==> src/tiles_pkg.sv <==
package tiles_pkg;

	////////////////////////////////////////////////////////////
	// track geometry

	localparam int num_lanes   = 4;
	localparam int num_rows    = 4;
	localparam int pos_w       = 9;
	localparam int track_len   = 360;	// positions 0..359, then wrap
	localparam int hit_lo      = 340;
	localparam int hit_hi      = 359;
	localparam int row_spacing = 90;

	// lane mask per row, bit n = lane n
	localparam logic [num_rows-1:0][num_lanes-1:0] row_pattern = {
		4'b1000,	// row 3
		4'b0100,	// row 2
		4'b1010,	// row 1
		4'b0101		// row 0
	};

	localparam int score_w = 16;

	////////////////////////////////////////////////////////////
	// keyboard and game encodings

	typedef enum logic [7:0] {
		key_s     = 8'h1B,
		key_d     = 8'h23,
		key_j     = 8'h3B,
		key_k     = 8'h42,
		key_enter = 8'h5A,
		key_break = 8'hF0
	} key_code_t;

	typedef enum logic {st_title, st_play} game_state_t;

endpackage

==> src/ps2_rx.sv <==
`timescale 1ns/100ps

module ps2_rx import tiles_pkg::*; (
	input  logic      clock,
	input  logic      rst_n,
	input  logic      ps2_clk,
	input  logic      ps2_data,
	output key_code_t code,
	output logic      is_break,
	output logic      code_valid
);

	logic [1:0]  clk_sync;
	logic [1:0]  data_sync;
	logic        clk_prev;
	logic        fall;
	logic [3:0]  bit_cnt;
	logic [9:0]  frame;	// start, 8 data, parity
	logic [10:0] full;
	logic        done;
	logic        frame_ok;
	logic        is_prefix;
	logic        brk_pend;

	////////////////////////////////////////////////////////////
	// line synchronizers, idle high

	always_ff @(posedge clock) begin
		if (!rst_n) begin
			clk_sync  <= 2'b11;
			data_sync <= 2'b11;
			clk_prev  <= 1'b1;
		end else begin
			clk_sync  <= {clk_sync[0], ps2_clk};
			data_sync <= {data_sync[0], ps2_data};
			clk_prev  <= clk_sync[1];
		end
	end

	assign fall = clk_prev && !clk_sync[1];

	// stop bit is still on the data line at the last edge
	assign full      = {data_sync[1], frame};
	assign done      = fall && (bit_cnt == 4'd10);
	assign frame_ok  = !full[0] && (^full[9:1]) && full[10];	// odd parity over data+parity
	assign is_prefix = (full[8:1] == key_break);

	always_ff @(posedge clock) begin
		if (fall)
			frame <= {data_sync[1], frame[9:1]};	// lsb first
	end

	////////////////////////////////////////////////////////////
	// frame counter and event strobe

	always_ff @(posedge clock) begin
		if (!rst_n) begin
			bit_cnt    <= '0;
			brk_pend   <= 1'b0;
			code_valid <= 1'b0;
		end else begin
			code_valid <= 1'b0;
			if (done) begin
				bit_cnt <= '0;
				if (frame_ok) begin
					if (is_prefix) begin
						brk_pend <= 1'b1;	// wait for the released key
					end else begin
						brk_pend   <= 1'b0;
						code_valid <= 1'b1;
					end
				end
			end else if (fall) begin
				bit_cnt <= bit_cnt + 4'd1;
			end
		end
	end

	always_ff @(posedge clock) begin
		if (done && frame_ok && !is_prefix) begin
			code     <= key_code_t'(full[8:1]);
			is_break <= brk_pend;
		end
	end

endmodule

==> src/tick_gen.sv <==
`timescale 1ns/100ps

module tick_gen #(
	parameter int STEP_DIV = 1_000_000,
	parameter int SEC_DIV  = 100_000_000
) (
	input  logic clock,
	input  logic rst_n,
	output logic step_tick,
	output logic sec_tick
);

	localparam int div_max = (STEP_DIV > SEC_DIV) ? STEP_DIV : SEC_DIV;
	localparam int cnt_w   = $clog2(div_max + 1);
	localparam int divs [2] = '{STEP_DIV, SEC_DIV};

	logic [1:0] tick;

	// one free-running divider per enable
	for (genvar i = 0; i < 2; i++) begin : g_div
		logic [cnt_w-1:0] cnt;

		always_ff @(posedge clock) begin
			if (!rst_n)
				cnt <= '0;
			else if (tick[i])
				cnt <= '0;
			else
				cnt <= cnt + 1'b1;
		end

		assign tick[i] = (cnt == cnt_w'(divs[i] - 1));	// last count of the period
	end

	assign step_tick = tick[0];
	assign sec_tick  = tick[1];

endmodule

==> src/tile_rows.sv <==
`timescale 1ns/100ps

module tile_rows import tiles_pkg::*; (
	input  logic                             clock,
	input  logic                             rst_n,
	input  logic                             step_tick,
	output logic [num_rows-1:0][pos_w-1:0]   row_pos
);

	localparam logic [pos_w-1:0] last_pos = pos_w'(track_len - 1);

	// next position along the track
	function automatic logic [pos_w-1:0] advance(input logic [pos_w-1:0] pos);
		logic [pos_w-1:0] nxt;
		if (pos == last_pos)
			nxt = '0;
		else
			nxt = pos + 1'b1;
		return nxt;
	endfunction

	// row k starts 90 positions behind row k-1
	function automatic logic [pos_w-1:0] start_pos(input int k);
		int p;
		p = row_spacing * (num_rows - 1 - k);
		return pos_w'(p);
	endfunction

	////////////////////////////////////////////////////////////
	// row counters, moving in every game state

	always_ff @(posedge clock) begin
		if (!rst_n) begin
			for (int k = 0; k < num_rows; k++)
				row_pos[k] <= start_pos(k);
		end else if (step_tick) begin
			for (int k = 0; k < num_rows; k++)
				row_pos[k] <= advance(row_pos[k]);
		end
	end

endmodule

==> src/game_ctrl.sv <==
`timescale 1ns/100ps

module game_ctrl import tiles_pkg::*; #(
	parameter int GAME_SECONDS = 60
) (
	input  logic                           clock,
	input  logic                           rst_n,
	input  key_code_t                      code,
	input  logic                           is_break,
	input  logic                           code_valid,
	input  logic                           step_tick,
	input  logic                           sec_tick,
	input  logic [num_rows-1:0][pos_w-1:0] row_pos,
	output logic [score_w-1:0]             score,
	output logic [6:0]                     seconds,
	output logic                           playing,
	output logic [num_lanes-1:0]           lane_flash
);

	localparam int lane_w = $clog2(num_lanes);

	game_state_t         state;
	logic                make;
	logic                lane_key;
	logic [lane_w-1:0]   lane;
	logic [num_rows-1:0] in_window;
	logic                lane_hit;
	logic                round_over;

	assign make       = code_valid && !is_break;	// releases never count
	assign round_over = (seconds == 7'(GAME_SECONDS));
	assign playing    = (state == st_play);

	////////////////////////////////////////////////////////////
	// key to lane, hit judging

	always_comb begin
		lane_key = 1'b1;
		case (code)
			key_s:   lane = lane_w'(0);
			key_d:   lane = lane_w'(1);
			key_j:   lane = lane_w'(2);
			key_k:   lane = lane_w'(3);
			default: begin
				lane     = '0;
				lane_key = 1'b0;
			end
		endcase
	end

	always_comb begin
		lane_hit = 1'b0;
		for (int r = 0; r < num_rows; r++) begin
			in_window[r] = (row_pos[r] >= pos_w'(hit_lo)) && (row_pos[r] <= pos_w'(hit_hi));
			if (in_window[r] && row_pattern[r][lane])
				lane_hit = 1'b1;
		end
	end

	////////////////////////////////////////////////////////////
	// round state, timer, score

	always_ff @(posedge clock) begin
		if (!rst_n) begin
			state      <= st_title;
			score      <= '0;
			seconds    <= '0;
			lane_flash <= '0;
		end else begin
			if (step_tick)
				lane_flash <= '0;

			case (state)
				st_title: begin
					if (make && code == key_enter) begin
						score      <= '0;
						seconds    <= '0;
						lane_flash <= '0;
						state      <= st_play;
					end
				end
				st_play: begin
					if (round_over) begin
						state <= st_title;
					end else begin
						if (sec_tick)
							seconds <= seconds + 7'd1;
						if (make && lane_key) begin
							lane_flash <= '0;	// a miss clears the old flash
							if (lane_hit) begin
								score            <= score + 1'b1;
								lane_flash[lane] <= 1'b1;
							end
						end
					end
				end
				default: state <= st_title;
			endcase
		end
	end

endmodule

==> src/tiles_top.sv <==
`timescale 1ns/100ps

module tiles_top import tiles_pkg::*; #(
	parameter int STEP_DIV     = 1_000_000,	// 10 ms per step at 100 MHz
	parameter int SEC_DIV      = 100_000_000,
	parameter int GAME_SECONDS = 60
) (
	input  logic                           clock,
	input  logic                           rst_n,
	input  logic                           ps2_clk,
	input  logic                           ps2_data,
	output logic [num_rows-1:0][pos_w-1:0] row_pos,
	output logic [score_w-1:0]             score,
	output logic [6:0]                     seconds,
	output logic                           playing,
	output logic [num_lanes-1:0]           lane_flash
);

	logic      step_tick;
	logic      sec_tick;
	key_code_t code;
	logic      is_break;
	logic      code_valid;

	tick_gen #(
		.STEP_DIV (STEP_DIV),
		.SEC_DIV  (SEC_DIV)
	) tick_gen (
		.clock     (clock),
		.rst_n     (rst_n),
		.step_tick (step_tick),
		.sec_tick  (sec_tick)
	);

	ps2_rx ps2_rx (
		.clock      (clock),
		.rst_n      (rst_n),
		.ps2_clk    (ps2_clk),
		.ps2_data   (ps2_data),
		.code       (code),
		.is_break   (is_break),
		.code_valid (code_valid)
	);

	tile_rows tile_rows (
		.clock     (clock),
		.rst_n     (rst_n),
		.step_tick (step_tick),
		.row_pos   (row_pos)
	);

	game_ctrl #(
		.GAME_SECONDS (GAME_SECONDS)
	) game_ctrl (
		.clock      (clock),
		.rst_n      (rst_n),
		.code       (code),
		.is_break   (is_break),
		.code_valid (code_valid),
		.step_tick  (step_tick),
		.sec_tick   (sec_tick),
		.row_pos    (row_pos),
		.score      (score),
		.seconds    (seconds),
		.playing    (playing),
		.lane_flash (lane_flash)
	);

endmodule

==> config.mk <==
export PLATFORM = sky130hd
export DESIGN_NAME = tiles_top
export DESIGN_NICKNAME = d
export VERILOG_FILES = /design/src/tiles_pkg.sv /design/src/ps2_rx.sv /design/src/tick_gen.sv /design/src/tile_rows.sv /design/src/game_ctrl.sv /design/src/tiles_top.sv
export SDC_FILE = /design/constraint.sdc
export NUM_CORES = 1
export LEC_CHECK = 0
export ABC_AREA = 1
export BUFFER_PORTS_ARGS = -buffer_cell sky130_fd_sc_hd__buf_2
export CAP_MARGIN = 20
export CORE_UTILIZATION = 40
export DETAILED_ROUTE_END_ITERATION = 8
export GPL_TIMING_DRIVEN = 1
export PLACE_DENSITY = 0.62
export SYNTH_ARGS = -nofsm -noshare
export SYNTH_HDL_FRONTEND = slang
export SYNTH_SLANG_ARGS = --single-unit
==> constraint.sdc <==
create_clock -name clock -period 2.55 [get_ports clock]
set_clock_uncertainty 0.1 [all_clocks]
set_input_delay 0 -clock clock [delete_from_list [all_inputs] [get_ports clock]]
set_output_delay 0 -clock clock [all_outputs]
set_load 0.05 [all_outputs]
==> out/metrics.yaml <==
busiest_layer: "met2"
yosys-top-cells-count: "nand2_1 (249), nor2_1 (133), inv_1 (130)"
postCtsResizedCells: 0
hold_viol_final: 0
min_path_type: "input port to register"
cp.arrival_ns: 2.21
max_stage_delay_ns: 0.42
core_sq_um: 18900
crit_type: "register to register"
vias: 7055
max_slew_margin_pct: 36.1
cts_sinks: 148
grt_pass1_wl_um: 30700
hpwl_um: 12900
routedWlPerCell_um: 12.6
synth_top_area_share_pct: 33.1
gp_congestion: 0.830
synth.avg_cell_area_sq_um: 7.21
die_y_um: 142
synth_area_leader_cell: "dfxtp_1"
clkTransAtPathRegs_ns: 0.06
firstDrtPassIters: 7
rsz0062_at_grt: "false"
dieArea_sq_um: 20100
post-cts-setup-buffers: 0
synthDistinctLibCells: 47
cts_buffers: 17
power.leakage_nw: 3.52
drtIter0Drc: 372
ant_nets: 0
cp-end-kind: "register"
antenna_found_initial: 0
layout_min_cycle_time_ns: 2.23
fin_nets: 1178
synth_xor_area_share_pct: 4.60
drive_gt1_share_pct: 13.1
start_util_pct: 41.3
synth_edf_count: 19
use_met3_pct: 4.62
cts_tree: "yes"
cp_num_buf_inv: 3
netlist_area_sq_um: 7800
synth.area.top_cells: "dfxtp_1 (33%), nand2_1 (12%), edfxtp_1 (7.3%), nor2_1 (6.4%), inv_1 (6.3%)"
synth-main-ff-cell: "dfxtp_1"
maxCapViolCount: 0
ios: 68
synth_top_family_by_area: "simple AND/OR/NAND/NOR gates"
netlist_instances: 1082
ys_seq_elements: 148
num_rows: 50
report.final.slew_viol_count: 0
final_core_util_pct: 47.8
route.final.wire_length_um: 18000
root_buffer: "clkbuf_16"
cp_cell_sequence: "inv_1 > ha_1 > xnor2_1 > xnor2_1 > xor2_1 > nand2_1 > inv_1 > o21ai_0 > inv_1"
track_usage_pct: 19.1
antenna_cells: 0
grt_overflow: 0
critical_path.slowest_cell: "edfxtp_1"
async_flop_share_pct: 0
seq_area_frac_synth_pct: 40.4
via_per_inst: 4.94
required_ns: 2.53
powerDensity_nw_per_um2: 577
synth_simple_gate_area_share_pct: 34.8
fin_crit_sh_pct: 87.4
use_met2_pct: 30.5
grt_pass1_vias: 6342
grt_use_met1_pct: 25.5
portBuffers: 67
synthAdderAreaFrac_pct: 3.05
cts_max_path_buffers: 2
worst_pin_slew_ns: 0.957
path_common_cell: "inv_1"
area_growth_pct: 15.8
worst_setup_path_start_kind: "register"
die_w_um: 142
synth_compound_area_share_pct: 8.45
clk_latency_ns: 0.43
irDropWorstVdd_v: 0.000418
critical-path-top-delay-family: "XOR/XNOR gates"
synthMuxAreaShare_pct: 0
setup_violations: 0
outcome: "finished, final reports clean"
grt_start_max_net_pins: 27
yosysMostFrequentCell: "nand2_1"
fmax_mhz: 449
drc: 0
ctsHtreeMaxLevel: 4
yosysWarningCount: 0
crit_fanout: 10
syn-num-nets: 1105
finalSetupTns_ns: 0
## stage by stage
stage	worst slack [ns]	total power [mW]	hold slack, ns	std cells	instance area, sq um
after global routing	0.102	5.39	0.215	1428	9040
after detailed placement	0.372	2.53	0.0915	1393	8370
after CTS	0.318	5.28	0.192	1428	9040
after floorplan	0.435	2.50	0.00655	1082	7800
after global placement	0.411	2.52	0.0892	1393	8370
final	0.321	5.22	0.205	1428	9040
## per-layer routing
layer	routed length (um)	share of wire (%)
met1	8860	49
met2	8120	45
met3	856	4.7
met4	189	1.0
met5	0	0
## layout make-up
| cell class | count | area [sq um] |
|---|---|---|
| clock inverter | 15 | 213 |
| tap | 260 | 325 |
| inverter | 134 | 503 |
| clock buffer | 17 | 425 |
| sequential | 148 | 3150 |
| timing repair buffer | 79 | 445 |
| fill | 1893 | 9860 |
| multi-input combinational | 775 | 3970 |
## flip-flops by register name, indices dropped and copies added, names as in the netlist, 2 cells and up
name                  flops
ps2_rx.bit_cnt            4
tick_gen.g_div.cnt       54
ps2_rx.clk_sync           2
game_ctrl.seconds         7
ps2_rx.data_sync          2
tile_rows.row_pos        36
ps2_rx.code               8
ps2_rx.frame             10
game_ctrl.score          16
game_ctrl.lane_flash      4
## cell families (layout without fill, tap and decap cells)
kind of cell / count (synthesis) / count (layout)
buffers and inverters: 159 / 245
adders and majority gates: 19 / 19
xor gates and xnor gates: 41 / 41
and+or+nand+nor: 596 / 596
DFF: 148 / 148
AOI/OAI and AO/OA: 119 / 119
## worst reg2reg max path, stage by stage (launching register included)
cell	delay, ns
edfxtp_1	0.42
inv_1	0.08
ha_1	0.23
xnor2_1	0.19
xnor2_1	0.16
xor2_1	0.18
nand2_1	0.07
inv_1	0.07
o21ai_0	0.10
inv_1	0.30
## final timing paths
path                                       endpoint  cells after the start  slack [ns]          startpoint
worst max register to register       ps2_rx.code[5]                      9        0.32     ps2_rx.frame[3]
worst min-delay path            ps2_rx.data_sync[0]                      3        0.21            ps2_data
worst max-delay path                 ps2_rx.code[5]                      9        0.32     ps2_rx.frame[3]
worst min register to register      ps2_rx.clk_prev                      2        0.32  ps2_rx.clk_sync[1]
## placed cells by master, fill, tap and decap left out, drive strengths merged, types with 26 or more instances in the layout
| master | synthesis | layout |
|---|---|---|
| xor2 | 28 | 28 |
| o21ai | 26 | 26 |
| nand3 | 82 | 82 |
| nor2 | 145 | 145 |
| dfxtp | 129 | 129 |
| nand2 | 256 | 256 |
| a21oi | 70 | 70 |
| nand4 | 32 | 32 |
| inv | 133 | 133 |
| buf | 11 | 76 |
| nor3 | 40 | 40 |
## report_power, final
part / internal, mW / switching [mW]
sequential: 2.37 / 0.0111
combinational: 0.0321 / 0.0603
clock: 1.72 / 1.01
## what timing repair did
item,4_1_cts,5_1_grt
endpoints found under the hold margin,15,0
endpoints found under the setup margin,0,0
hold buffers,3,0
Power figures use the tool's default switching activity.
